--- config.mk ---
export PLATFORM = sky130hd
export DESIGN_NAME = playback_sequencer
export DESIGN_NICKNAME = d
export VERILOG_FILES = /design/src/rtl/waveform_pkg.sv /design/src/rtl/playback_sequencer.sv
export VERILOG_INCLUDE_DIRS = /design/src /design/src/rtl
export SDC_FILE = /design/constraint.sdc
export NUM_CORES = 1
export LEC_CHECK = 0
export BUFFER_PORTS_ARGS = -buffer_cell sky130_fd_sc_hd__buf_2
export CAP_MARGIN = 20
export CORE_ASPECT_RATIO = 1.5
export CORE_MARGIN = 8
export CORE_UTILIZATION = 34
export CTS_CLUSTER_DIAMETER = 200
export DETAILED_ROUTE_END_ITERATION = 12
export PLACE_DENSITY_LB_ADDON = 0.1
export SLEW_MARGIN = 20
export SYNTH_ARGS = -nofsm -noshare
export SYNTH_HDL_FRONTEND = slang
export SYNTH_SLANG_ARGS = --single-unit
--- constraint.sdc ---
create_clock -name word_clock -period 4.6 [get_ports word_clock]
set_input_delay 1.15 -clock word_clock [delete_from_list [all_inputs] [get_ports word_clock]]
set_output_delay 1.15 -clock word_clock [all_outputs]
set_load 0.01 [all_outputs]
--- src/rtl/waveform_defs.svh ---
`ifndef WAVEFORM_DEFS_SVH
`define WAVEFORM_DEFS_SVH

// ----------------------------------------------------------------------
// waveform memory geometry
// ----------------------------------------------------------------------

// 1024 words of 32 bits
`define WAVE_WORD_ADDR_WIDTH 10
`define WAVE_WORD_WIDTH 32
// byte address into the same memory
`define WAVE_BYTE_ADDR_WIDTH 12
`define WAVE_SAMPLE_WIDTH 8

// ----------------------------------------------------------------------
// spi frame layout, msb first
// ----------------------------------------------------------------------

`define SPI_FRAME_BITS 56
`define SPI_COMMAND_BITS 8
`define SPI_ADDRESS_BITS 16
`define SPI_DATA_BITS 32

// register map, indexed by the low address bits
`define REG_START 2'd0
`define REG_END 2'd1
`define REG_ENABLE 2'd2
`define REG_PASS_COUNT 2'd3

`endif
--- src/rtl/waveform_pkg.sv ---
package waveform_pkg;

	// ------------------------------------------------------------------
	// host command byte
	// ------------------------------------------------------------------

	// unlisted codes act as a no-op with a zero reply
	typedef enum logic [7:0] {
		cmd_write_reg = 8'h01,
		cmd_read_reg = 8'h02,
		cmd_write_mem = 8'h03,
		cmd_read_mem = 8'h04
	} command_t;

	// spi slave framing and handshake
	typedef enum logic [1:0] {
		spi_idle,
		spi_shifting,
		spi_requesting,
		spi_wait_release
	} spi_state_t;

	// playback address stepper
	typedef enum logic {
		seq_stopped,
		seq_playing
	} sequencer_state_t;

endpackage

--- src/rtl/playback_sequencer.sv ---
`timescale 1ns/10ps
`include "waveform_defs.svh"

module playback_sequencer (
	input logic word_clock,
	input logic reset4_word_clock,
	input logic [`WAVE_BYTE_ADDR_WIDTH-1:0] start_address,
	input logic [`WAVE_BYTE_ADDR_WIDTH-1:0] end_address,
	input logic playback_enable,
	output logic [`WAVE_BYTE_ADDR_WIDTH-1:0] play_address,
	input logic [`WAVE_SAMPLE_WIDTH-1:0] play_byte,
	output logic [`WAVE_SAMPLE_WIDTH-1:0] sample,
	output logic sync,
	output logic [31:0] pass_count
);
	waveform_pkg::sequencer_state_t state;
	logic [`WAVE_BYTE_ADDR_WIDTH-1:0] last_address, last_next;
	logic pass_first, issue_valid, byte_valid, byte_first, sync_q;
	logic [`WAVE_SAMPLE_WIDTH-1:0] sample_q;

	// end is exclusive, empty range plays start alone
	assign last_next = (end_address > start_address) ? end_address - 1'b1 : start_address;
	assign issue_valid = (state == waveform_pkg::seq_playing) && playback_enable;

	// ------------------------------------------------------------------
	// address stepper
	// ------------------------------------------------------------------

	always_ff @(posedge word_clock) begin
		if (reset4_word_clock) begin
			state <= waveform_pkg::seq_stopped;
			play_address <= '0;
			last_address <= '0;
			pass_first <= 1'b0;
			pass_count <= '0;
		end else if (state == waveform_pkg::seq_stopped || !playback_enable) begin
			// park on start until enabled
			state <= playback_enable ? waveform_pkg::seq_playing : waveform_pkg::seq_stopped;
			play_address <= start_address;
			last_address <= last_next;
			pass_first <= 1'b1;
		end else if (play_address == last_address) begin
			// wrap, range sampled again here
			play_address <= start_address;
			last_address <= last_next;
			pass_first <= 1'b1;
			pass_count <= pass_count + 1'b1;
		end else begin
			play_address <= play_address + 1'b1;
			pass_first <= 1'b0;
		end
	end

	// two stage output pipe, ram then sample register
	always_ff @(posedge word_clock) begin
		if (reset4_word_clock) begin
			byte_valid <= 1'b0;
			byte_first <= 1'b0;
			sample_q <= '0;
			sync_q <= 1'b0;
		end else begin
			byte_valid <= issue_valid;
			byte_first <= issue_valid && pass_first;
			sample_q <= byte_valid ? play_byte : '0;
			sync_q <= byte_first;
		end
	end

	// silent as soon as enable drops
	assign sample = playback_enable ? sample_q : '0;
	assign sync = playback_enable && sync_q;

endmodule

======== Word-level counts from Yosys, hierarchy flattened ========
Index checks and enable logic that the tools add are counted.
W data, S select, Z words.
word-level totals
  bits in registers ....................... 69
  input bits .............................. 35
  logic and storage cells ................. 34
cells by class
  add/subtract/negate cells ............... 3
  order comparisons ....................... 1
  equality and inequality tests ........... 1
  muxes and demuxes ....................... 9
  bitwise operators ....................... 3
  reductions and logical operators ........ 8
operators with widths
  cell                     number
  $mux W12                 5
  $add A32 B1 Y32 const B  1
  $add A12 B1 Y12 const B  1
  $eq A12 B12 Y1           1
  $gt A12 B12 Y1           1
  $sub A12 B1 Y12 const B  1
  $mux W8                  1
  $logic_and A1 B1 Y1      3
  $mux W1                  3
  $not A1 Y1               3
  $reduce_and A2 Y1        1
  $reduce_bool A2 Y1       1
  $reduce_or A2 Y1         1
  $logic_not A1 Y1         1
  $logic_or A1 B1 Y1       1

======== Longest topological paths before layout ========
  word-level depth ........................ 4
  mapped depth ............................ 9
  depth with buffers taken out ............ 8

======== Worst setup path before layout ========
No wires, ideal clock.
  path type ............................... input -> register
  start ................................... in start_address[3]
  end ..................................... reg last_address[1]
  setup time .............................. 0.117 ns
  arrival ................................. 2.777 ns
  required time ........................... 4.483 ns
  slack ................................... 1.706 ns
  stages .................................. 9
  buffers on the path ..................... 1
  path through ............................ inv_1 ha_1 and3_1 nor2b_1 o31a_1 o21a_1 buf_4 mux2i_1 a22o_1
on the way
  longest elaborated chain between the ends .. 4
RTL lines
  what                  RTL line                  RTL
  from (decl)           playback_sequencer.sv:7   input logic [`WAVE_BYTE_ADDR_WIDTH-1:0] start_address,
  $gt A12 B12 Y1 (*)    playback_sequencer.sv:22  assign last_next = (end_address > start_address) ? end_address - 1'b1 : start_address;
  $mux W12 (*)          playback_sequencer.sv:22
  $mux W12              playback_sequencer.sv:42  end else if (play_address == last_address) begin
  $mux W12 (*)          playback_sequencer.sv:36  end else if (state == waveform_pkg::seq_stopped || !playback_enable) begin
  to (signal assigned)  playback_sequencer.sv:40  last_address <= last_next;
  to (signal assigned)  playback_sequencer.sv:45  last_address <= last_next;
  to (decl)             playback_sequencer.sv:17  logic [`WAVE_BYTE_ADDR_WIDTH-1:0] last_address, last_next;
Mark *: on every way between the ends. The rest lies on a longest branch, timed or not. The select of a mux whose other input is x is not followed.
A chain may end at the register's enable or synchronous reset.

======== Worst setup path in the final report ========
  start ................................... in start_address[11]
  end ..................................... reg last_address[5]
Same word-level chain as after synthesis.

==> impl_metrics.toml <==
[final_layout]
final_cell_mix = "buf_2, dfxtp_1, xor2_1"
final_cells = 638
fin_nets = 540
postLayoutCellArea_um2 = 4400
nFillCells = 1081
seq_area_um2 = 1380
num_antenna_cells = 0
multi_input_area_um2 = 2050
final_common_cell = "buf_2"
syn2layout_area_growth_pct = 23.4
layout-drive-gt1-share = 0.227

[place]
dp_hpwl_um = 7490
place_area_um2 = 4140
placed_cells = 623
place_congestion = 0.796
io_buffers = 87
post-place-ws_ns = 0.990

[synth]
synthCells = 403
synth_cell_type_count = 41
ys_ff_latch = 69
synth_nets = 453
ys_seq_area_frac = 0.387
netlist_area_um2 = 3570
avgSynthCellArea_um2 = 8.85
ys_warn_count = 0

[floorplanning]
io_pins = 88
std_cell_rows = 46
initial_utilization = 0.342
fp.dieW_um = 99.6
core_um2 = 10400
dieArea_um2 = 14100
die_y_um = 141

[route]
drt_iter0_markers = 73
drc = 0
wl_per_cell_um = 15.1
ant_nets = 0
first_pass_iters = 4
wl_um = 9600
vias = 3085
via_per_inst = 4.84

[timing]
slew_headroom = 0.509
timing.hold.ws_ns = 0.421
finalSetupTns_ns = 0
min_period_over_period = 0.711
final_max_slew_viol_count = 0
period_needed_ns = 3.27
layout_setup_ws_ns = 1.33
fin_worst_skew_ns = 0.00499
fmax_ghz = 0.306
hold_viol_final = 0
grt_setup_unrepaired = "false"
setup_viol = 0
worst_slew_pin_slew_ns = 0.731

[worst_setup_path]
r2r_setup_slack_ns = 1.98
rr_endpoint = "pass_count[23]"
endpoint_kind = "flop"
rr_startpoint = "play_address[2]"
crit_fanout = 9
ff2ff_path_depth = 7
critPathKind = "primary input to flop"
worstPathRequired_ns = 4.80
startpoint_type = "primary input"
worstPathArrival_ns = 3.47

[global_route]
grt_use_total = 0.141
grt-ovfl-total = 0
first_global_vias = 3126
grt_pass1_wl_um = 15600
grt_antenna_before_repair = 0
grt_max_degree = 40

[pwr]
ir_worst_vdd_mv = 0.135
power_density_nw_per_um2 = 318
leakage_nw = 1.97

[cts]
h-tree-depth = 3
cts_setup_buffers = 0
cts.hold.buffers_added = 0
clk_latency_ns = 0.32
clockRootBuffer = "clkbuf_16"
cts_tree = "done"
clk_pin_slew_worst_paths_ns = 0.05
cts_resized = 0
cts_buffers = 9
clock_path_buffers = 2
cts.sinks = 69

[outcome]
status = "completed"

[worst_hold_path]
holdPathStages = 1
worstHoldStart = "pass_first"
hp-class = "flop to flop"
holdPathEnd = "byte_first"

[job]
drv_cap = 0
synth_stat cells (all sizes together):
| library cell | instances | share of area |
|---|---|---|
| nor4 | 3 | 0.0095 |
| buf | 6 | 0.011 |
| o21bai | 1 | 0.0021 |
| o22ai | 10 | 0.018 |
| o31ai | 3 | 0.0063 |
| mux2 | 1 | 0.0032 |
| a22o | 3 | 0.0074 |
| xor2 | 40 | 0.098 |
| nand4 | 23 | 0.044 |
| xnor2 | 18 | 0.046 |
| ha | 15 | 0.053 |
| nand3 | 21 | 0.033 |
| a21o | 1 | 0.0021 |
| or3 | 4 | 0.0070 |
| and2 | 21 | 0.037 |
| a31o | 1 | 0.0025 |
| nand2 | 24 | 0.025 |
| o21ai | 13 | 0.018 |
| clkbuf | 9 | 0.0095 |
| and4 | 6 | 0.015 |
| nor2 | 40 | 0.042 |
| and3 | 13 | 0.023 |
| nand2b | 1 | 0.0018 |
| o31a | 1 | 0.0025 |
| nor3 | 9 | 0.016 |
| dfxtp | 69 | 0.39 |
| inv | 18 | 0.019 |
| nor2b | 6 | 0.011 |
| a221oi | 2 | 0.0049 |
| mux2i | 10 | 0.028 |
| o21a | 2 | 0.0042 |
| o221ai | 1 | 0.0025 |
| a21oi | 8 | 0.011 |
worst max path at each step:
stage	start	to	slack [ns]	cells after the start
5_1_grt	start_address[11]	last_address[5]	1.14	9
6_report	start_address[11]	last_address[5]	1.33	9
3_5_place_dp	start_address[11]	last_address[5]	0.99	9
2_1_floorplan	start_address[3]	last_address[1]	1.71	9
3_3_place_gp	start_address[9]	last_address[5]	1.00	9
4_1_cts	start_address[11]	last_address[5]	1.32	9
registers in the layout, indices dropped and copies added, names as in the netlist:
register,cells
play_address,12
state,1
pass_first,1
byte_valid,1
sample_q,8
byte_first,1
sync_q,1
last_address,12
pass_count,32
through the flow:
stage,total power [W],util
final,0.00140,0.422
after global routing,0.00147,0.422
after CTS,0.00143,0.422
after detailed placement,0.000807,0.397
after global placement,0.000805,0.397
after floorplan,0.000749,-
area by class of cell:
type / instances / area share
Clock buffer: 13 / 0.0569
Clock inverter: 2 / 0.00227
Inverter: 18 / 0.0154
Multi-Input combinational cell: 301 / 0.465
Sequential cell: 69 / 0.314
Tap cell: 144 / 0.0409
Timing Repair Buffer: 91 / 0.106
report_power, final:
part | switching (W) | internal [W]
clock | 0.000235 | 0.000375
sequential | 0.0000203 | 0.000618
combinational | 0.0000856 | 0.0000670
total | 0.000341 | 0.00106
logic make-up (layout without fill, tap and decap cells):
logic type	count (synthesis)	after routing	synth area share
AND/OR/NAND/NOR	171	171	0.263
buffers and inverters	33	124	0.0396
multiplexers	11	11	0.0312
adder cells (fa/ha/maj)	15	15	0.0526
AO/OA/AOI/OAI	46	46	0.0814
flip-flops	69	69	0.387
XOR/XNOR	58	58	0.145
per-layer routing:
layer,share of wire,vias to the layer above,track usage
li1,-,1579,-
met3,0.040,13,0.0294
met1,0.40,1428,0.148
met2,0.53,65,0.257
met4,0.024,0,0.0729
met5,0,-,0
critical path, stage by stage:
cell	delay (ns)
buf_2	0.09
inv_1	0.06
ha_1	0.31
nand4_1	0.17
nor3_1	0.45
o31a_1	0.36
o21a_1	0.53
mux2i_1	0.27
o21ai_0	0.09
No activity file was read; power rests on OpenSTA's default activity.
