--- src/rtl/waveform_defs.svh ---
`ifndef WAVEFORM_DEFS_SVH
`define WAVEFORM_DEFS_SVH

// ----------------------------------------------------------------------
// waveform memory geometry
// ----------------------------------------------------------------------

// 1024 words of 32 bits
`define WAVE_WORD_ADDR_WIDTH 10
`define WAVE_WORD_WIDTH 32
// byte address into the same memory
`define WAVE_BYTE_ADDR_WIDTH 12
`define WAVE_SAMPLE_WIDTH 8

// ----------------------------------------------------------------------
// spi frame layout, msb first
// ----------------------------------------------------------------------

`define SPI_FRAME_BITS 56
`define SPI_COMMAND_BITS 8
`define SPI_ADDRESS_BITS 16
`define SPI_DATA_BITS 32

// register map, indexed by the low address bits
`define REG_START 2'd0
`define REG_END 2'd1
`define REG_ENABLE 2'd2
`define REG_PASS_COUNT 2'd3

`endif
--- src/rtl/waveform_pkg.sv ---
package waveform_pkg;

	// ------------------------------------------------------------------
	// host command byte
	// ------------------------------------------------------------------

	// unlisted codes act as a no-op with a zero reply
	typedef enum logic [7:0] {
		cmd_write_reg = 8'h01,
		cmd_read_reg = 8'h02,
		cmd_write_mem = 8'h03,
		cmd_read_mem = 8'h04
	} command_t;

	// spi slave framing and handshake
	typedef enum logic [1:0] {
		spi_idle,
		spi_shifting,
		spi_requesting,
		spi_wait_release
	} spi_state_t;

	// playback address stepper
	typedef enum logic {
		seq_stopped,
		seq_playing
	} sequencer_state_t;

endpackage

--- src/rtl/control_registers.sv ---
`timescale 1ns/10ps
`include "waveform_defs.svh"

module control_registers (
	input logic word_clock,
	input logic reset4_word_clock,
	input logic cmd_req,
	input waveform_pkg::command_t cmd_opcode,
	input logic [`SPI_ADDRESS_BITS-1:0] cmd_address,
	input logic [`SPI_DATA_BITS-1:0] cmd_data,
	output logic cmd_ack,
	output logic [`SPI_DATA_BITS-1:0] reply_data,
	output logic [`WAVE_WORD_ADDR_WIDTH-1:0] host_address,
	output logic [`WAVE_WORD_WIDTH-1:0] host_write_data,
	output logic host_write_enable,
	input logic [`WAVE_WORD_WIDTH-1:0] host_read_data,
	output logic [`WAVE_BYTE_ADDR_WIDTH-1:0] start_address,
	output logic [`WAVE_BYTE_ADDR_WIDTH-1:0] end_address,
	output logic playback_enable,
	input logic [31:0] pass_count
);
	logic new_request, read_wait, reg_write, reg_in_range;
	logic [`SPI_DATA_BITS-1:0] reg_readback;

	// memory host port follows the held command
	assign host_address = cmd_address[`WAVE_WORD_ADDR_WIDTH-1:0];
	assign host_write_data = cmd_data;

	// one action per request
	assign new_request = cmd_req && !cmd_ack && !read_wait;
	// index 4 and up reads as zero
	assign reg_in_range = (cmd_address[`SPI_ADDRESS_BITS-1:2] == '0);

	always_comb begin
		reg_readback = '0;
		if (reg_in_range) begin
			case (cmd_address[1:0])
				`REG_START: reg_readback = {{(`SPI_DATA_BITS-`WAVE_BYTE_ADDR_WIDTH){1'b0}},
					start_address};
				`REG_END: reg_readback = {{(`SPI_DATA_BITS-`WAVE_BYTE_ADDR_WIDTH){1'b0}},
					end_address};
				`REG_ENABLE: reg_readback = {{(`SPI_DATA_BITS-1){1'b0}}, playback_enable};
				default: reg_readback = pass_count;
			endcase
		end
	end

	// ------------------------------------------------------------------
	// command execution
	// ------------------------------------------------------------------

	always_ff @(posedge word_clock) begin
		if (reset4_word_clock) begin
			cmd_ack <= 1'b0;
			reply_data <= '0;
			read_wait <= 1'b0;
			reg_write <= 1'b0;
			host_write_enable <= 1'b0;
			start_address <= '0;
			end_address <= '0;
			playback_enable <= 1'b0;
		end else begin
			read_wait <= 1'b0;
			reg_write <= 1'b0;
			host_write_enable <= 1'b0;
			if (new_request) begin
				reply_data <= '0;
				case (cmd_opcode)
					waveform_pkg::cmd_write_reg: reg_write <= 1'b1;
					waveform_pkg::cmd_read_reg: reply_data <= reg_readback;
					waveform_pkg::cmd_write_mem: host_write_enable <= 1'b1;
					default: ;
				endcase
				// memory read acks after the ram latency
				if (cmd_opcode == waveform_pkg::cmd_read_mem) begin
					read_wait <= 1'b1;
				end else begin
					cmd_ack <= 1'b1;
				end
			end
			if (read_wait) begin
				reply_data <= host_read_data;
				cmd_ack <= 1'b1;
			end
			// lands one cycle after ack, same as a memory write
			if (reg_write && reg_in_range) begin
				case (cmd_address[1:0])
					`REG_START: start_address <= cmd_data[`WAVE_BYTE_ADDR_WIDTH-1:0];
					`REG_END: end_address <= cmd_data[`WAVE_BYTE_ADDR_WIDTH-1:0];
					`REG_ENABLE: playback_enable <= cmd_data[0];
					// pass count is read only
					default: ;
				endcase
			end
			if (cmd_ack && !cmd_req) begin
				cmd_ack <= 1'b0;
			end
		end
	end

endmodule

--- config.mk ---
export PLATFORM = sky130hd
export DESIGN_NAME = control_registers
export DESIGN_NICKNAME = d
export VERILOG_FILES = /design/src/rtl/waveform_pkg.sv /design/src/rtl/control_registers.sv
export VERILOG_INCLUDE_DIRS = /design/src /design/src/rtl
export SDC_FILE = /design/constraint.sdc
export NUM_CORES = 1
export LEC_CHECK = 0
export BUFFER_PORTS_ARGS = -buffer_cell sky130_fd_sc_hd__buf_2
export CORE_MARGIN = 1.5
export CORE_UTILIZATION = 37
export CTS_CLUSTER_DIAMETER = 30
export DETAILED_ROUTE_END_ITERATION = 6
export GPL_TIMING_DRIVEN = 0
export HOLD_SLACK_MARGIN = 0.05
export PLACE_DENSITY = 0.77
export SYNTH_ARGS = -nofsm -noshare
export SYNTH_HDL_FRONTEND = slang
export SYNTH_SLANG_ARGS = --single-unit
--- constraint.sdc ---
create_clock -name word_clock -period 1.75 [get_ports word_clock]
set_clock_uncertainty 0.2 [all_clocks]
set_input_delay 0.35 -clock word_clock [delete_from_list [all_inputs] [get_ports word_clock]]
set_output_delay 0.35 -clock word_clock [all_outputs]
set_load 0.05 [all_outputs]
; Yosys cells after proc, flatten, opt, wreduce, memory -nomap -nowiden
; Cells that the tools add are included.
[word_totals]
reg_bits = 61
input_bits = 123
elab_cells = 43
[classes]
reduce_logical = 16
muxes = 11
bitwise = 1
n_eq_ne = 7
[ops]
columns = operator, n
row1 = $mux W32, 4
row2 = $pmux W32 S3, 1
row3 = $eq A8 B2 Y1 const B, 2
row4 = $logic_not A14 Y1, 1
row5 = $eq A8 B1 Y1 const B, 1
row6 = $eq A8 B3 Y1 const B, 1
row7 = $reduce_and A2 Y1, 4
row8 = $mux W1, 6
row9 = $logic_and A1 B1 Y1, 4
row10 = $reduce_or A2 Y1, 2
row11 = $logic_not A1 Y1, 3
row12 = $eq A2 B1 Y1 const B, 1
row13 = $eq A2 B2 Y1 const B, 1
row14 = $logic_not A2 Y1, 1
row15 = $ne A2 B2 Y1 const B, 1
row16 = $reduce_bool A2 Y1, 1
row17 = $not A1 Y1, 1

; Longest topological paths before layout
[depth]
word_depth = 6
mapped_depth = 6
mapped_depth_nobuf = 4

; Least setup slack after synthesis
; No wires, ideal clock.
[synth_path]
kind = input -> register
from = input cmd_opcode[5]
to = register reply_data[19]
stages = 5
setup_slack_ns = -0.058
path_buffers = 1
setup_time_ns = 0.071
arrival_time_ns = 1.537
path_cell_list = or4_4 > nor3_4 > and4_4 > buf_6 > o2bb2ai_1
[synth_between]
elab_chain_len = 4
[synth_lines]
columns = item, line_no
row1 = from (decl), control_registers.sv:8  ; input waveform_pkg::command_t cmd_opcode,
row2 = $eq A8 B2 Y1, control_registers.sv:68  ; case (cmd_opcode)
row3 = $mux W32, control_registers.sv:68
row4 = $mux W32, control_registers.sv:66  ; if (new_request) begin
row5 = $mux W32, control_registers.sv:81  ; if (read_wait) begin
row6 = to (signal assigned), control_registers.sv:70  ; waveform_pkg::cmd_read_reg: reply_data <= reg_readback;
row7 = to (signal assigned), control_registers.sv:82  ; reply_data <= host_read_data;
row8 = to (decl), control_registers.sv:12  ; output logic [`SPI_DATA_BITS-1:0] reply_data,
; Every way passes these cells. The select of a mux whose other input is x is not followed.
; A chain may end at the register's enable or synchronous reset.

; Worst setup path after layout
[layout_path]
from = register reg_write
to = register end_address[2]
[layout_between]
elab_chain_len = 2
[layout_lines]
columns = item, line_no
row1 = from (decl), control_registers.sv:22  ; logic new_request, read_wait, reg_write, reg_in_range;
row2 = from (signal assigned), control_registers.sv:57  ; reg_write <= 1'b0;
row3 = from (signal assigned), control_registers.sv:64  ; reg_write <= 1'b0;
row4 = from (signal assigned), control_registers.sv:69  ; waveform_pkg::cmd_write_reg: reg_write <= 1'b1;
row5 = $logic_and A1 B1 Y1, control_registers.sv:86  ; if (reg_write && reg_in_range) begin
row6 = $reduce_and A2 Y1 (no source line), -
row7 = to (signal assigned), control_registers.sv:89  ; `REG_END: end_address <= cmd_data[`WAVE_BYTE_ADDR_WIDTH-1:0];
row8 = to (decl), control_registers.sv:18  ; output logic [`WAVE_BYTE_ADDR_WIDTH-1:0] end_address,
; Every way passes these cells.

==> flow_metrics.env <==
export IMPL_core_area_sq_mm=0.00813
export IMPL_htreeDepth=3
export IMPL_drcViolationCount=0
export IMPL_final_cells=690
export IMPL_antenna_found_initial=0
export IMPL_die_area_sq_mm=0.00885
export IMPL_ant_nets=0
export IMPL_worstMarginPinSlew_ns=0.569
export IMPL_initial_core_util_pct=37.7
export IMPL_setup_viol=0
export IMPL_crit_type="reg2reg"
export IMPL_cts_tree="built"
export IMPL_syn_area_sq_mm=0.00307
export IMPL_grt_usage_pct=23.7
export IMPL_drv_slew=0
export IMPL_syn_nets=467
export IMPL_cts_sinks=61
export IMPL_powerDensity_mw_per_mm2=726
export IMPL_ys_seq_area_share_pct=39.8
export IMPL_cp_max_fo=10
export IMPL_rows=33
export IMPL_fin_tns_setup_ns=0
export IMPL_layout_nets=703
export IMPL_via_per_inst=5.29
export IMPL_grt_pass1_vias=3388
export IMPL_yosysWarnings=0
export IMPL_grt_max_degree=13
export IMPL_vias=3652
export IMPL_io_pins=224
export IMPL_drt_initial_drc_count=165
export IMPL_max_freq_ghz=0.602
export IMPL_power_leakage_nw=2.16
export IMPL_multi_input_area_sq_mm=0.00141
export IMPL_final_cell_area_sq_mm=0.00472
export IMPL_seq_area_sq_mm=0.00122
export IMPL_fin_ws_ns=0.0877
export IMPL_root_buffer="clkbuf_8"
export IMPL_cap_violations=0
export IMPL_grt_pass1_wl_mm=16.1
export IMPL_relSlewSlack_pct=62.1
export IMPL_drive_gt1_share_pct=49.7
export IMPL_startpoint_type="register"
export IMPL_synthArstFlopShare_pct=0
export IMPL_synth_cell_type_count=30
export IMPL_place_ws_ns=-0.386
export IMPL_numPortBuffers=200
export IMPL_cts_made_buffers=9
export IMPL_synth_edf_count=0
export IMPL_dpl_cell_count=649
export IMPL_rsz0062_at_grt="true"
export IMPL_diodes=0
export IMPL_fin_util_pct=58.1
export IMPL_avgRoutedWirePerCell_um=16.0
export IMPL_syn_inst=344
export IMPL_synth_main_ff_cell="dfxtp_1"
export IMPL_area_growth_pct=54.0
export IMPL_fillers=743
export IMPL_insertion_delay_ns=0.34
export IMPL_firstDrtPassIters=5
export IMPL_finalCritPeriodShare_pct=95.0
export IMPL_cp_arrival_ns=1.73
export IMPL_hp_class="in2reg"
export IMPL_grt_overflow_total=0
export IMPL_ys_seq_elements=61
export IMPL_vdd_ir_drop_max_mv=0.346
export IMPL_placed_cell_area_sq_mm=0.00420
export IMPL_dieWidth_um=94.1
export IMPL_report_final_hold_viol_count=0
export IMPL_die_height_um=94.1
export IMPL_cp_required_ns=1.82
export IMPL_syn_area_per_cell_sq_um=8.92
export IMPL_hpwl_mm=8.40
export IMPL_fin_crit_ns=1.66
export IMPL_clk_pin_slew_worst_paths_ns=0.07
export IMPL_clock_path_buffers=2
export IMPL_drt_total_wl_mm=11.1
export IMPL_outcome="complete, no violations"
export IMPL_setup_worst_path_end_class="register"
export IMPL_gp_congestion=0.899
==> cell usage in the layout, fill, tap and decap left out, types with 2 or more instances in the layout <==
cell,count
buf_6,3
clkinv_4,2
dfxtp_1,60
mux2i_1,11
a22oi_1,32
dlygate4sd3_1,21
a21oi_1,38
and2_1,2
clkbuf_1,14
and4_1,2
nor4_1,2
o2bb2ai_1,31
o21ai_0,24
nor2_1,5
clkbuf_2,6
nor3_1,2
buf_4,49
bufinv_16,2
nand3_1,25
inv_1,2
nand2b_1,3
buf_2,207
clkbuf_8,9
nand4_1,13
==> logic make-up after synthesis <==
kind of cell	Yosys count	synth area share (%)
AO/OA/AOI/OAI	128	27.4
buffers and inverters	77	15.5
AND/OR/NAND/NOR	66	13.0
flip-flops	61	39.8
multiplexers	12	4.32
==> synthesized netlist by cell type, types with 2 or more instances <==
| cell | instances | area share [%] |
|---|---|---|
| nor3_1 | 2 | 0.33 |
| buf_6 | 2 | 0.73 |
| mux2i_1 | 11 | 3.6 |
| and4_1 | 2 | 0.57 |
| nor2_1 | 5 | 0.61 |
| nor4_1 | 3 | 0.61 |
| nand4_1 | 13 | 2.7 |
| and2_1 | 2 | 0.41 |
| o21ai_0 | 25 | 4.1 |
| nor3b_1 | 2 | 0.49 |
| clkbuf_1 | 22 | 2.7 |
| a22oi_1 | 32 | 7.8 |
| a21oi_1 | 39 | 6.4 |
| inv_1 | 2 | 0.24 |
| o2bb2ai_1 | 31 | 8.8 |
| nor4b_1 | 2 | 0.57 |
| buf_2 | 8 | 1.3 |
| buf_4 | 43 | 11 |
| nand2b_1 | 3 | 0.61 |
| nand3_1 | 25 | 4.1 |
| dfxtp_1 | 61 | 40 |
==> cell type report <==
cell class / instances / area share (%)
inverters: 2 / 0.159
flip-flops and latches: 61 / 25.9
well taps: 105 / 2.78
clock buffers: 9 / 2.62
multi-input cells: 206 / 29.8
clock inverters: 7 / 2.09
repair buffers: 225 / 26.2
plain buffers: 75 / 10.4
==> power by group <==
group          internal, mW  switching (mW)
Combinational         0.241           0.375
Clock                 0.809           0.614
Sequential             1.39         0.00123
==> repair_timing <==
item	CTS	global route
cloned	0	1
resized for setup	7	23
hold buffers	21	0
buffers inserted	1	2
setup endpoints to repair	50	53
endpoints found under the hold margin	21	0
pin swaps	1	0
==> critical path, cell delays in order (launching register included) <==
cell and delay (ns):
dfxtp_1 0.32, nor4b_4 0.21, and4_1 0.21, buf_2 0.18
buf_4 0.20, nand3_1 0.09, a21oi_1 0.17
==> through the flow <==
step                power [mW]  hold WS [ns]
floorplan                 1.78         0.222
global placement          1.98         0.272
detailed placement        1.99         0.287
CTS                       3.44        0.0559
global route              3.54        0.0736
finish                    3.43        0.0754
==> routing by layer <==
layer  vias up  global-route usage (%)  part of all wire, %
met2       226                    43.9                   51
met3        18                    5.50                  9.5
li1       1731                       -                    -
met4         0                    9.33                  1.9
met1      1677                    25.9                   38
met5         -                       0                    0
==> sequential cells by signal (all words and copies together) (netlist names) <==
name	cells
reg_write	1
read_wait	1
playback_enable	1
cmd_ack	1
start_address	12
host_write_enable	1
reply_data	32
end_address	12
==> final timing paths <==
path / start / slack (ns) / to / cells after the start
worst max-delay path: reg_write / 0.09 / end_address[2] / 6
worst min-delay path: cmd_opcode[1] / 0.08 / host_write_enable / 3
worst max register to register: reg_write / 0.09 / end_address[2] / 6
worst min register to register: playback_enable / 0.30 / playback_enable / 2
Power figures use the tool's default switching activity.
