<file path="config.mk">
export PLATFORM = sky130hd
export DESIGN_NAME = spi_command_slave
export DESIGN_NICKNAME = d
export VERILOG_FILES = /design/src/rtl/waveform_pkg.sv /design/src/rtl/spi_command_slave.sv
export VERILOG_INCLUDE_DIRS = /design/src /design/src/rtl
export SDC_FILE = /design/constraint.sdc
export NUM_CORES = 1
export LEC_CHECK = 0
export ABC_AREA = 1
export BUFFER_PORTS_ARGS = -buffer_cell sky130_fd_sc_hd__clkbuf_2
export CAP_MARGIN = 20
export CORE_MARGIN = 5
export CORE_UTILIZATION = 30
export DETAILED_ROUTE_END_ITERATION = 7
export SLEW_MARGIN = 20
export SYNTH_ARGS = -nofsm -noshare
export SYNTH_HDL_FRONTEND = slang
export SYNTH_SLANG_ARGS = --single-unit
</file>
<file path="constraint.sdc">
create_clock -name word_clock -period 5.47 [get_ports word_clock]
set_clock_uncertainty 0.1 [all_clocks]
set_input_delay 1.641 -clock word_clock [delete_from_list [all_inputs] [get_ports word_clock]]
set_output_delay 1.641 -clock word_clock [all_outputs]
set_load 0.02 [all_outputs]
</file>
<file path="src/rtl/waveform_defs.svh">
`ifndef WAVEFORM_DEFS_SVH
`define WAVEFORM_DEFS_SVH

// ----------------------------------------------------------------------
// waveform memory geometry
// ----------------------------------------------------------------------

// 1024 words of 32 bits
`define WAVE_WORD_ADDR_WIDTH 10
`define WAVE_WORD_WIDTH 32
// byte address into the same memory
`define WAVE_BYTE_ADDR_WIDTH 12
`define WAVE_SAMPLE_WIDTH 8

// ----------------------------------------------------------------------
// spi frame layout, msb first
// ----------------------------------------------------------------------

`define SPI_FRAME_BITS 56
`define SPI_COMMAND_BITS 8
`define SPI_ADDRESS_BITS 16
`define SPI_DATA_BITS 32

// register map, indexed by the low address bits
`define REG_START 2'd0
`define REG_END 2'd1
`define REG_ENABLE 2'd2
`define REG_PASS_COUNT 2'd3

`endif
</file>
<file path="src/rtl/waveform_pkg.sv">
package waveform_pkg;

	// ------------------------------------------------------------------
	// host command byte
	// ------------------------------------------------------------------

	// unlisted codes act as a no-op with a zero reply
	typedef enum logic [7:0] {
		cmd_write_reg = 8'h01,
		cmd_read_reg = 8'h02,
		cmd_write_mem = 8'h03,
		cmd_read_mem = 8'h04
	} command_t;

	// spi slave framing and handshake
	typedef enum logic [1:0] {
		spi_idle,
		spi_shifting,
		spi_requesting,
		spi_wait_release
	} spi_state_t;

	// playback address stepper
	typedef enum logic {
		seq_stopped,
		seq_playing
	} sequencer_state_t;

endpackage

</file>
<file path="src/rtl/spi_command_slave.sv">
`timescale 1ns/10ps
`include "waveform_defs.svh"

module spi_command_slave (
	input logic word_clock,
	input logic reset4_word_clock,
	input logic sck,
	input logic mosi,
	input logic ssel,
	output logic miso,
	output logic cmd_req,
	output waveform_pkg::command_t cmd_opcode,
	output logic [`SPI_ADDRESS_BITS-1:0] cmd_address,
	output logic [`SPI_DATA_BITS-1:0] cmd_data,
	input logic cmd_ack,
	input logic [`SPI_DATA_BITS-1:0] reply_data
);
	// first bit index of the data phase
	localparam int DATA_START = `SPI_FRAME_BITS - `SPI_DATA_BITS;

	waveform_pkg::spi_state_t state;
	logic [2:0] sck_pipe;
	logic [2:0] ssel_pipe;
	logic [1:0] mosi_pipe;
	logic [5:0] bit_count;
	logic [`SPI_FRAME_BITS-1:0] shift_reg;
	logic [`SPI_DATA_BITS-1:0] reply_shift;
	logic [`SPI_DATA_BITS-1:0] reply_latched;
	logic frame_pending;
	logic selected, sck_rise, sck_fall, ssel_fall, frame_valid, load_command;

	// ------------------------------------------------------------------
	// pin synchronizers and edge detect
	// ------------------------------------------------------------------

	always_ff @(posedge word_clock) begin
		if (reset4_word_clock) begin
			sck_pipe <= 3'b000;
			ssel_pipe <= 3'b111;
			mosi_pipe <= 2'b00;
		end else begin
			sck_pipe <= {sck_pipe[1:0], sck};
			ssel_pipe <= {ssel_pipe[1:0], ssel};
			mosi_pipe <= {mosi_pipe[0], mosi};
		end
	end

	assign selected = ~ssel_pipe[1];
	assign sck_rise = sck_pipe[1] & ~sck_pipe[2];
	assign sck_fall = ~sck_pipe[1] & sck_pipe[2];
	assign ssel_fall = ssel_pipe[2] & ~ssel_pipe[1];
	// only a full 56 bit frame counts
	assign frame_valid = ssel_pipe[1] & ~ssel_pipe[2] && bit_count == `SPI_FRAME_BITS;

	// bit counter saturates one past a full frame
	always_ff @(posedge word_clock) begin
		if (reset4_word_clock) begin
			bit_count <= '0;
		end else if (ssel_fall) begin
			bit_count <= '0;
		end else if (selected && sck_rise && bit_count <= `SPI_FRAME_BITS) begin
			bit_count <= bit_count + 1'b1;
		end
	end

	// mosi in on rising sck, reply out on falling sck
	always_ff @(posedge word_clock) begin
		if (selected && sck_rise) begin
			shift_reg <= {shift_reg[`SPI_FRAME_BITS-2:0], mosi_pipe[1]};
		end
		if (ssel_fall) begin
			reply_shift <= reply_latched;
		end else if (selected && sck_fall && bit_count > DATA_START
				&& bit_count <= `SPI_FRAME_BITS) begin
			reply_shift <= {reply_shift[`SPI_DATA_BITS-2:0], 1'b0};
		end
	end

	// zero during command and address phases
	assign miso = selected && bit_count >= DATA_START && reply_shift[`SPI_DATA_BITS-1];

	// ------------------------------------------------------------------
	// framing and request handshake
	// ------------------------------------------------------------------

	// a frame ending mid handshake waits for idle
	assign load_command = (state == waveform_pkg::spi_idle && (frame_pending || frame_valid))
		|| (state == waveform_pkg::spi_shifting && frame_valid);

	always_ff @(posedge word_clock) begin
		if (load_command) begin
			cmd_opcode <= waveform_pkg::command_t'(
				shift_reg[`SPI_FRAME_BITS-1 -: `SPI_COMMAND_BITS]);
			cmd_address <= shift_reg[`SPI_DATA_BITS +: `SPI_ADDRESS_BITS];
			cmd_data <= shift_reg[`SPI_DATA_BITS-1:0];
		end
	end

	always_ff @(posedge word_clock) begin
		if (reset4_word_clock) begin
			state <= waveform_pkg::spi_idle;
			frame_pending <= 1'b0;
			reply_latched <= '0;
		end else begin
			if (load_command) begin
				frame_pending <= 1'b0;
			end else if (frame_valid) begin
				frame_pending <= 1'b1;
			end
			case (state)
				waveform_pkg::spi_idle: begin
					if (load_command) begin
						state <= waveform_pkg::spi_requesting;
					end else if (ssel_fall) begin
						state <= waveform_pkg::spi_shifting;
					end
				end
				waveform_pkg::spi_shifting: begin
					if (load_command) begin
						state <= waveform_pkg::spi_requesting;
					end else if (ssel_pipe[1] & ~ssel_pipe[2]) begin
						// short or long frame, dropped
						state <= waveform_pkg::spi_idle;
					end
				end
				waveform_pkg::spi_requesting: begin
					if (cmd_ack) begin
						reply_latched <= reply_data;
						state <= waveform_pkg::spi_wait_release;
					end
				end
				default: begin
					if (!cmd_ack) begin
						state <= waveform_pkg::spi_idle;
					end
				end
			endcase
		end
	end

	assign cmd_req = (state == waveform_pkg::spi_requesting);

endmodule

</file>
; Word-level counts from Yosys, hierarchy flattened
; Cells that the tools add are included.
; W data, S select, Z words.
[totals]
ff_bits = 193
memories = 0
latch_bits = 0
ramBits = 0
mem_bits_ro = 0
elab_cells = 58
[classes]
n_reduce_logical = 18
n_bitwise = 8
muxes = 9
order_cmp = 3
mul = 0
n_eq_ne = 7
n_shift = 0
div_mod_pow = 0
addsub = 1
[ops]
columns = cell, count
row1 = $mux W32, 2
row2 = $mux W2, 6
row3 = $logic_and A1 B1 Y1, 10
row4 = $add A6 B1 Y6 const B, 1
row5 = $eq A6 B6 Y1 const B, 1
row6 = $ge A6 B5 Y1 const B, 1
row7 = $gt A6 B5 Y1 const B, 1
row8 = $le A6 B6 Y1 const B, 1
row9 = $ne A3 B3 Y1 const B, 2
row10 = $pmux W2 S3, 1
row11 = $and A1 B1 Y1, 4
row12 = $ne A4 B2 Y1 const B, 1
row13 = $not A1 Y1, 4
row14 = $reduce_and A4 Y1, 1
row15 = $reduce_or A2 Y1, 2
row16 = $eq A2 B1 Y1 const B, 1
row17 = $eq A2 B2 Y1 const B, 1
row18 = $logic_not A2 Y1, 1
row19 = $logic_or A1 B1 Y1, 2
row20 = $ne A2 B1 Y1 const B, 1
row21 = $reduce_and A2 Y1, 1
row22 = $reduce_bool A2 Y1, 1

; Longest topological paths before layout
; Gate-level depths: netlist of the first run.
[logic_depth]
ltp_word = 8
depth_mapped = 10
depth_no_buf = 10

; Worst setup path after synthesis of the first run
; OpenSTA, ideal clock, no wires.
[synth_path]
path_kind = register to register
startpoint = register bit_count[1]
endpoint = register cmd_address[0] (enable)
path_slack_ns = 2.621
stages_incl_launch_ff = 7
setup_ns = 0.429
arrival_time_ns = 2.320
cell_sequence = dfxtp_1 -> inv_1 -> ha_1 -> inv_1 -> nor2_1 -> nand3_2 -> o21ai_2
[synth_between]
elab_chain_len = 5
word_cells_on_any_way = 6
[synth_lines]
columns = element, line_no
row1 = start: declaration, spi_command_slave.sv:25  ; logic [5:0] bit_count;
row2 = start signal: assignment, spi_command_slave.sv:62  ; bit_count <= bit_count + 1'b1;
row3 = $eq A6 B6 Y1 (no line) (*), --
row4 = $logic_and A1 B1 Y1 (no line) (*), --
row5 = $logic_or A1 B1 Y1, spi_command_slave.sv:87  ; assign load_command = (state == waveform_pkg::spi_idle && (frame_pending || frame_valid))
row6 = $logic_and A1 B1 Y1, spi_command_slave.sv:87
row7 = $logic_or A1 B1 Y1 (*), spi_command_slave.sv:88  ; || (state == waveform_pkg::spi_shifting && frame_valid);
row8 = net load_command, spi_command_slave.sv:30  ; logic selected, sck_rise, sck_fall, ssel_fall, frame_valid, load_command;
row9 = end signal: assignment, spi_command_slave.sv:94  ; cmd_address <= shift_reg[`SPI_DATA_BITS +: `SPI_ADDRESS_BITS];
row10 = end: declaration, spi_command_slave.sv:13  ; output logic [`SPI_ADDRESS_BITS-1:0] cmd_address,
; Mark *: on every way through the listed nets, which the timed path passes. The rest lies on a longest branch.
; A chain may end at the register's enable or synchronous reset.

; Worst setup path in the final report of the first run
[layout_path]
startpoint = register state[1]
endpoint = output port cmd_req
[layout_between]
elab_chain_len = 1
[layout_lines]
columns = element, line_no
row1 = start: declaration, spi_command_slave.sv:21  ; waveform_pkg::spi_state_t state;
row2 = start signal: assignment, spi_command_slave.sv:101  ; state <= waveform_pkg::spi_idle;
row3 = start signal: assignment, spi_command_slave.sv:113  ; state <= waveform_pkg::spi_requesting;
row4 = start signal: assignment, spi_command_slave.sv:115  ; state <= waveform_pkg::spi_shifting;
row5 = $eq A2 B2 Y1, spi_command_slave.sv:141  ; assign cmd_req = (state == waveform_pkg::spi_requesting);
row6 = end: declaration, spi_command_slave.sv:11  ; output logic cmd_req,
; Every way passes these cells.

==> results of run 1 <==
-- layer usage --
metal | up-vias | track usage, %
met2 | 101 | 13.8
met5 | - | 0
met1 | 1732 | 12.2
li1 | 1719 | -
met4 | 0 | 3.64
met3 | 10 | 3.04
-- cell type report --
class	instances	area (um2)
repair buffers	98	498
inverters	22	82.6
clock buffers	20	437
fillers	2051	13900
multi-input cells	197	1270
flip-flops and latches	193	5310
well taps	280	350
clock inverters	12	109
-- worst max path at each step --
| stage | endpoint | slack [ps] |
|---|---|---|
| 2_1_floorplan | cmd_address[0] | 2620 |
| 3_3_place_gp | reply_latched[0] | 2250 |
| 3_5_place_dp | reply_latched[0] | 2140 |
| 4_1_cts | cmd_req | 2300 |
| 5_1_grt | miso | 2220 |
| 6_report | cmd_req | 2320 |
-- critical path, cell delays in order (launching register included) --
cell	delay [ps]
dfxtp_1	500
nand2_1	160
inv_1	140
clkbuf_2	190
-- power by group through the flow --
| stage | clock (mW) | combinational (mW) | sequential [mW] |
|---|---|---|---|
| 5_1_grt | 1.26 | 0.219 | 1.67 |
| 3_5_place_dp | 0 | 0.191 | 1.69 |
| 3_3_place_gp | 0 | 0.181 | 1.69 |
| 2_1_floorplan | 0 | 0.150 | 1.68 |
| 6_report | 1.15 | 0.192 | 1.66 |
| 4_1_cts | 1.19 | 0.192 | 1.66 |
-- metrics by stage --
step | utilization (%) | instance area (um2) | worst slack (ps) | power, mW | std cells
3_3_place_gp | 34.2 | 7500 | 2250 | 1.87 | 790
2_1_floorplan | - | 6740 | 2620 | 1.83 | 425
3_5_place_dp | 34.2 | 7500 | 2140 | 1.88 | 790
6_report | 36.6 | 8050 | 2320 | 3.01 | 822
5_1_grt | 36.6 | 8050 | 2220 | 3.14 | 822
4_1_cts | 36.6 | 8050 | 2300 | 3.05 | 822
-- synthesized netlist by cell type --
| cell type | number |
|---|---|
| inv_2 | 4 |
| mux2_2 | 6 |
| buf_2 | 6 |
| edfxtp_1 | 144 |
| a21oi_1 | 7 |
| bufbuf_8 | 1 |
| o21ai_0 | 30 |
| nor2_2 | 2 |
| dfxtp_1 | 49 |
| or2_0 | 1 |
| nand3b_1 | 2 |
| buf_6 | 3 |
| buf_4 | 1 |
| nand3_1 | 3 |
| o21ai_1 | 5 |
| nand2_2 | 3 |
| nand2_4 | 3 |
| a211oi_2 | 1 |
| inv_1 | 18 |
| xnor2_1 | 1 |
| ha_1 | 2 |
| nor2_4 | 2 |
| o21ai_2 | 1 |
| a41oi_1 | 1 |
| nor3_4 | 1 |
| nor3b_2 | 1 |
| nand4_1 | 2 |
| or2_2 | 2 |
| nor2_1 | 74 |
| nor3_1 | 1 |
| clkbuf_1 | 2 |
| a21oi_2 | 1 |
| mux2_4 | 24 |
| nand3_2 | 1 |
| nand2_1 | 19 |
| and3_1 | 1 |
-- logic make-up after synthesis --
kind of cell	synth area share [%]
xor gates and xnor gates	0.130
muxes	6.35
AOI/OAI and AO/OA	3.69
buffers and inverters	2.67
DFF	78.7
adders and majority gates	0.371
and+or+nand+nor	8.13
==> summary.txt, run 1 <==
Place
  – # port buffers: 95
  – Gp weighted congestion: 0.754
  – Post-DP HPWL: 7250 um

STA
  – Setup TNS: 0 ps
  – Maximum clock rate: 0.317 GHz
  – WHS: 311 ps
  – Slew Limit Fails: 0
  – Tmin final: 3150 ps
  – Final setup vio count: 0
  – Worst slew pin tran: 1010 ps
  – Final Hold Viols: 0
  – Final period util: 57.6%
  – Unrepaired setup endpoints after global routing: no
  – Slew margin rel.: 32.0%

CTS
  – CTS tree: done
  – Clock-pin slew on the worst setup and hold paths: 70 ps
  – Worst-Skew Late Latency: 420 ps
  – Clk buf depth: 2
  – CTS Sinks: 193
  – H-tree levels: 4
  – TritonCTS buffer count: 17
  – Hold buffers post-CTS: 0
  – # resized after CTS: 0
  – Clk root buf: clkbuf_16
  – Postcts setup bufs: 0

Power
  – Clk pwr share: 38.4%
  – Sw Share: 22.6%
  – Sequential power share: 55.2%
  – Leakage: 3.06 nW
  – Internal power: 2.33 mW
  – Power density cells: 374 mW/mm2
  – Net Switching: 0.680 mW
  – Comb power frac: 6.4%
  – Worst vdd ir: 0.187 mV

Routing
  – Met3 wire length: 619 um
  – Via density: 4.33
  – Iteration-0 DRC count of the detailed router: 198
  – Initial DRT Pass Iterations: 4
  – Routed Antenna Nets: 0
  – Met1 wire length: 5630 um
  – Total Wirelength: 11500 um
  – Wire length on met2: 5140 um
  – Top Layer Used: met4
  – Residual DRC count: 0
  – Mean routed wirelength per cell: 14.0 um
  – Vias: 3562

Finish
  – Area growth, synth to finish: 19.3%
  – Share of cells above drive strength 1: 32.8%
  – Largest register FFs: 56
  – Most common cell after layout, fill and taps aside: edfxtp_1
  – Most frequent cells in the layout: edfxtp_1, clkbuf_2, nor2_1
  – Diode count: 0
  – Nets@finish: 569

GRT
  – Gr ovfl total: 0
  – Largest net degree at the start of global routing: 57
  – Vias in the first global route: 3723
  – GRT Util Overall: 9.15%
  – Antenna violations before repair: 0
  – Global-route wire length before repair: 18900 um

Critical path
  – Reg-to-reg endpoint: cmd_data[2]
  – Worst r2r src: bit_count[0]
  – CP Launch Point: state[1]
  – Setup Crit Path Kind: flip-flop to output port
  – Crit end category: output port
  – CP Launch Type: flip-flop
  – Crit path DAT: 1410 ps
  – CP required: 3730 ps
  – Worst Reg2Reg Path Length in Cells: 7
  – Worst Path Max Fanout: 5
  – R2R setup slack: 3280 ps

Yosys
  – Register area share after synthesis: 78.7%
  – Unique masters post-synth: 36
  – Area leader, netlist: edfxtp_1
  – Mapped Area: 0.00674 mm2
  – Net Count, Synth: 465
  – Synthesis Warnings: 0
  – Flops & latches, synth: 193
  – Synth top area cells: edfxtp_1, dfxtp_1, mux2_4
  – Cell count after synthesis: 425
  – Top cell type's share of synthesized area: 64.1%
  – Synth Area per Inst: 15.9 um2

Hold path
  – HP Class: flip-flop to flip-flop
  – Hold path startpoint: mosi_pipe[0]
  – Worst hold path endpoint: mosi_pipe[1]
  – Worst hold stages: 2

Die
  – Initial Util: 30.7%
  – Rows: 54
  – Die Y: 160 um
  – Width of the die: 160 um
  – # IOs: 96
  – Die area: 0.0256 mm2
  – Core Area: 0.0220 mm2

Outcome
  – Status: complete, no violations

Job
  – Max Cap Viol: 0
Note: power is estimated with default switching activity, not from simulation.
==> run 2, diff against run 1 <==
--- a/config.mk
+++ b/config.mk
@@ -6,7 +6,7 @@
 export SDC_FILE = /design/constraint.sdc
 export NUM_CORES = 1
 export LEC_CHECK = 0
-export ABC_AREA = 1
+export ABC_AREA = 0
 export BUFFER_PORTS_ARGS = -buffer_cell sky130_fd_sc_hd__clkbuf_2
 export CAP_MARGIN = 20
 export CORE_MARGIN = 5
==> constraint.sdc (replaced) <==
create_clock -name word_clock -period 3.2 [get_ports word_clock]
set_clock_uncertainty 0.1 [all_clocks]
set_input_delay 0.96 -clock word_clock [delete_from_list [all_inputs] [get_ports word_clock]]
set_output_delay 0.96 -clock word_clock [all_outputs]
set_load 0.02 [all_outputs]
==> summary.txt, run 2 <==
Finish
  – Sequential cell area: 0.00531 mm2
  – Share of cells above drive strength 1: 24.6%
  – Most common cell after layout, fill and taps aside: nand2_1
  – Final core area utilization: 36.9%
  – Diode count: 0
  – Largest register FFs: 56
  – Filler instances: 2124
  – Multi-input logic area: 0.00127 mm2
  – Finished Layout Cells: 869
  – Area growth, synth to finish: 20.7%
  – Most frequent cells in the layout: nand2_1, edfxtp_1, clkbuf_2
  – Nets@finish: 616

Critical path
  – CP Launch Type: flip-flop
  – Worst path bufs/invs: 1
  – Crit end category: output port
  – Crit path DAT: 1550 ps
  – Crit-path leading delay family: flip-flops
  – Setup Crit Path Kind: flip-flop to output port
  – Worst path cell trace: a21oi_1 > nor3b_1 > clkbuf_2
  – CP max-delay cell: dfxtp_1
  – Worst Path Max Fanout: 7
  – CP required: 2140 ps
  – Crit path largest cell delay: 430 ps

Yosys
  – Post-synth top flop: edfxtp_1
  – Flops & latches, synth: 193
  – Area leader, netlist: edfxtp_1
  – Asr flop ratio synth: 0%
  – Cell count after synthesis: 477
  – Post-synth EDFFs: 144
  – Mapped Area: 0.00669 mm2
  – Register area share after synthesis: 79.3%
  – Synth top area cells: edfxtp_1, dfxtp_1, nand2_1
  – Net Count, Synth: 517
  – Most frequent cells after synthesis: nand2_1, edfxtp_1, dfxtp_1
  – Synth Area per Inst: 14.0 um2
  – Unique masters post-synth: 42
  – Top cell type's share of synthesized area: 64.6%
  – Synthesis Warnings: 0
  – Count leader, synth: nand2_1

CTS
  – # resized after CTS: 0
  – CTS tree: done
  – Clk buf depth: 2
  – Worst-Skew Late Latency: 430 ps
  – CTS Sinks: 193
  – Postcts setup bufs: 0
  – TritonCTS buffer count: 17
  – Hold buffers post-CTS: 0
  – H-tree levels: 4
  – Clock-pin slew on the worst setup and hold paths: 70 ps
  – Clk root buf: clkbuf_16

STA
  – Final period util: 81.6%
  – Final setup vio count: 0
  – Unrepaired setup endpoints after global routing: no
  – Setup TNS: 0 ps
  – Tmin final: 2610 ps
  – Worst slew pin tran: 739 ps
  – Worst setup slack after layout: 590 ps
  – Slew Limit Fails: 0
  – Slew margin rel.: 50.8%
  – Final Hold Viols: 0
  – WHS: 305 ps
  – Maximum clock rate: 0.383 GHz

Die
  – Initial Util: 30.6%
  – Core Area: 0.0219 mm2
  – Die Y: 159 um
  – Die area: 0.0254 mm2
  – Rows: 54
  – Width of the die: 159 um
  – # IOs: 96

Power
  – Sequential power share: 56.0%
  – Comb power frac: 1.8%
  – Net Switching: 0.996 mW
  – Leakage: 2.85 nW
  – Power density cells: 597 mW/mm2
  – Sw Share: 20.7%
  – Clk pwr share: 42.3%
  – Worst vdd ir: 0.325 mV
  – Internal power: 3.82 mW

Routing
  – Top Layer Used: met4
  – Total Wirelength: 11800 um
  – Via density: 4.37
  – Routed Antenna Nets: 0
  – Met1 wire length: 5510 um
  – Wire length on met2: 5300 um
  – Vias: 3800
  – Residual DRC count: 0
  – Initial DRT Pass Iterations: 4
  – Met3 wire length: 791 um
  – Mean routed wirelength per cell: 13.5 um
  – Iteration-0 DRC count of the detailed router: 251

GRT
  – GRT Util Overall: 9.46%
  – Vias in the first global route: 3754
  – Global-route wire length before repair: 19400 um
  – Largest net degree at the start of global routing: 57
  – Gr ovfl total: 0
  – Antenna violations before repair: 0

Place
  – Gp weighted congestion: 0.755
  – Dpl cells: 837
  – Post-DP HPWL: 7740 um
  – DP Worst Slack: 985 ps
  – # port buffers: 95

Outcome
  – Status: complete, no violations

Hold path
  – HP Class: flip-flop to flip-flop

Job
  – Max Cap Viol: 0
-- run 2: power groups by stage --
stage | clock network, mW | logic (mW) | registers, mW
final | 2.04 | 0.0852 | 2.70
after global routing | 2.19 | 0.0964 | 2.70
after CTS | 2.10 | 0.0865 | 2.70
after detailed placement | 0 | 0.0862 | 2.75
after global placement | 0 | 0.0831 | 2.75
after floorplan | 0 | 0.0518 | 2.75
-- run 2: metrics by stage --
step,power [mW],area [um2]
2_1_floorplan,2.80,6700
3_3_place_gp,2.83,7500
3_5_place_dp,2.84,7500
4_1_cts,4.89,8080
5_1_grt,4.99,8080
6_report,4.82,8080
-- run 2: metal layers --
layer	vias to the layer above	GRT usage [%]
met5	-	0
met1	1784	12.4
li1	1868	-
met2	137	14.4
met4	0	3.61
met3	11	3.39
-- run 2: area by class of cell --
type	count	area share, %
Timing Repair Buffer	103	6.79
Tap cell	280	4.34
Clock inverter	14	1.80
Sequential cell	193	65.7
Multi-Input combinational cell	254	15.8
Inverter	7	0.325
Clock buffer	18	5.31
-- run 2: cell families (layout without fill, tap and decap cells) --
family / Yosys count / count (layout) / synth area share, %
DFF: 193 / 193 / 79.3
muxes: 3 / 3 / 0.468
AOI/OAI and AO/OA: 49 / 49 / 4.71
and+or+nand+nor: 200 / 200 / 13.1
adders and majority gates: 2 / 2 / 0.374
buffers and inverters: 30 / 142 / 2.04
-- run 2: path summary, 6_finish.rpt --
check                           cells past startpoint    startpoint              end  slack, ps
worst max-delay path                                3  bit_count[3]             miso        590
worst max register to register                      6  bit_count[0]  reply_shift[28]       1000
worst min-delay path                                0  mosi_pipe[1]     shift_reg[0]        300
worst min register to register                      0  mosi_pipe[1]     shift_reg[0]        300
==> run 3, diff against run 2 <==
==> constraint.sdc (replaced) <==
create_clock -name word_clock -period 2.7 [get_ports word_clock]
set_clock_uncertainty 0.1 [all_clocks]
set_input_delay 0.81 -clock word_clock [delete_from_list [all_inputs] [get_ports word_clock]]
set_output_delay 0.81 -clock word_clock [all_outputs]
set_load 0.02 [all_outputs]
==> summary.txt, run 3 (synthesis gave the netlist of run 2 again) <==
Outcome
  – Status: complete, no violations

Power
  – Sequential power share: 55.2%
  – Clk pwr share: 43.0%
  – Sw Share: 22.4%
  – Internal power: 4.49 mW
  – Net Switching: 1.29 mW
  – Leakage: 2.88 nW
  – Comb power frac: 1.8%
  – Power density cells: 713 mW/mm2
  – Worst vdd ir: 0.338 mV

Routing
  – Mean routed wirelength per cell: 14.1 um
  – Initial DRT Pass Iterations: 4
  – Total Wirelength: 12300 um
  – Routed Antenna Nets: 0
  – Residual DRC count: 0
  – Vias: 3854
  – Iteration-0 DRC count of the detailed router: 192
  – Via density: 4.43

STA
  – Worst setup slack after layout: 197 ps
  – Unrepaired setup endpoints after global routing: no
  – Slew margin rel.: 41.3%
  – Tmin final: 2500 ps
  – Final Hold Viols: 0
  – Final setup vio count: 0
  – Maximum clock rate: 0.400 GHz
  – Slew Limit Fails: 0
  – Setup TNS: 0 ps
  – Final period util: 92.7%
  – Worst slew pin tran: 879 ps

GRT
  – Largest net degree at the start of global routing: 57
  – Global-route wire length before repair: 20000 um
  – GRT Util Overall: 9.83%
  – Gr ovfl total: 0
  – Antenna violations before repair: 0
  – Vias in the first global route: 3953

Place
  – # port buffers: 95
  – DP Worst Slack: 226 ps
  – Dpl cells: 838
  – Post-DP HPWL: 8220 um
  – Gp weighted congestion: 0.747

Die
  – Die Y: 159 um
  – # IOs: 96
  – Initial Util: 30.6%
  – Die area: 0.0254 mm2
  – Core Area: 0.0219 mm2
  – Width of the die: 159 um
  – Rows: 54

CTS
  – Worst-Skew Late Latency: 430 ps
  – Hold buffers post-CTS: 0
  – CTS Sinks: 193
  – Clk buf depth: 2
  – Clk root buf: clkbuf_16
  – # resized after CTS: 0
  – TritonCTS buffer count: 17
  – CTS tree: done
  – Clock-pin slew on the worst setup and hold paths: 70 ps
  – H-tree levels: 4
  – Postcts setup bufs: 0

Hold path
  – HP Class: flip-flop to flip-flop
  – Worst hold stages: 0

Finish
  – Filler instances: 2072
  – Diode count: 0
  – Most common cell after layout, fill and taps aside: nand2_1
  – Finished Layout Cells: 870
  – Most frequent cells in the layout: nand2_1, edfxtp_1, clkbuf_2
  – Area growth, synth to finish: 21.3%
  – Largest register FFs: 56
  – Share of cells above drive strength 1: 25.1%
  – Final core area utilization: 37.1%
  – Nets@finish: 617

Critical path
  – CP Launch Point: bit_count[3]
  – Worst Reg2Reg Path Length in Cells: 6
  – Worst Path Max Fanout: 7
  – R2R setup slack: 290 ps
  – Worst r2r src: bit_count[0]
  – Crit path DAT: 1590 ps
  – CP required: 1790 ps
  – Reg-to-reg endpoint: cmd_data[20]
  – CP Launch Type: flip-flop
  – CP Capture Point: miso
  – Crit end category: output port
  – Setup Crit Path Kind: flip-flop to output port

Job
  – Max Cap Viol: 0
[run 3: worst min-delay path by stage]
stage | startpoint | endpoint | slack, ps
floorplan | mosi_pipe[1] | shift_reg[0] | 290
global placement | mosi_pipe[1] | shift_reg[0] | 290
detailed placement | mosi_pipe[1] | shift_reg[0] | 290
CTS | mosi_pipe[1] | shift_reg[0] | 310
global route | mosi_pipe[1] | shift_reg[0] | 310
finish | mosi_pipe[1] | shift_reg[0] | 300
[run 3: area by class of cell]
class                   instances  area, um2  area share, %
clock buffers                  17        425           5.24
clock inverters                15        176           2.17
inverters                       7       26.3          0.324
multi-input cells             254       1270           15.7
flip-flops and latches        193       5310           65.4
well taps                     280        350           4.32
repair buffers                104        556           6.85
[run 3: per-stage QoR]
stage | power (mW) | area, um2 | hold slack [ps]
2_1_floorplan | 3.32 | 6710 | 286
3_3_place_gp | 3.36 | 7510 | 291
3_5_place_dp | 3.37 | 7510 | 289
4_1_cts | 5.86 | 8110 | 306
5_1_grt | 6.00 | 8110 | 314
6_report | 5.78 | 8110 | 305
[run 3: power groups by stage]
stage	Clock, mW	Sequential, mW	Combinational (mW)
after floorplan	0	3.26	0.0621
final	2.49	3.19	0.104
after global routing	2.69	3.19	0.117
after detailed placement	0	3.26	0.106
after CTS	2.57	3.19	0.107
after global placement	0	3.26	0.103
[run 3: worst max-delay path: stages, from the launching register on]
cell and delay (ps):
dfxtp_1 430, a21oi_1 170, nor3b_1 330, clkbuf_2 240
[run 3: per-layer routing]
layer / track usage, % / wire, um / up-vias / part of all wire [%]
li1: - / - / 1873 / -
met4: 4.65 / 278 / 0 / 2.3
met2: 15.3 / 5740 / 139 / 47
met3: 3.44 / 883 / 19 / 7.2
met1: 12.3 / 5350 / 1823 / 44
met5: 0 / 0 / - / 0
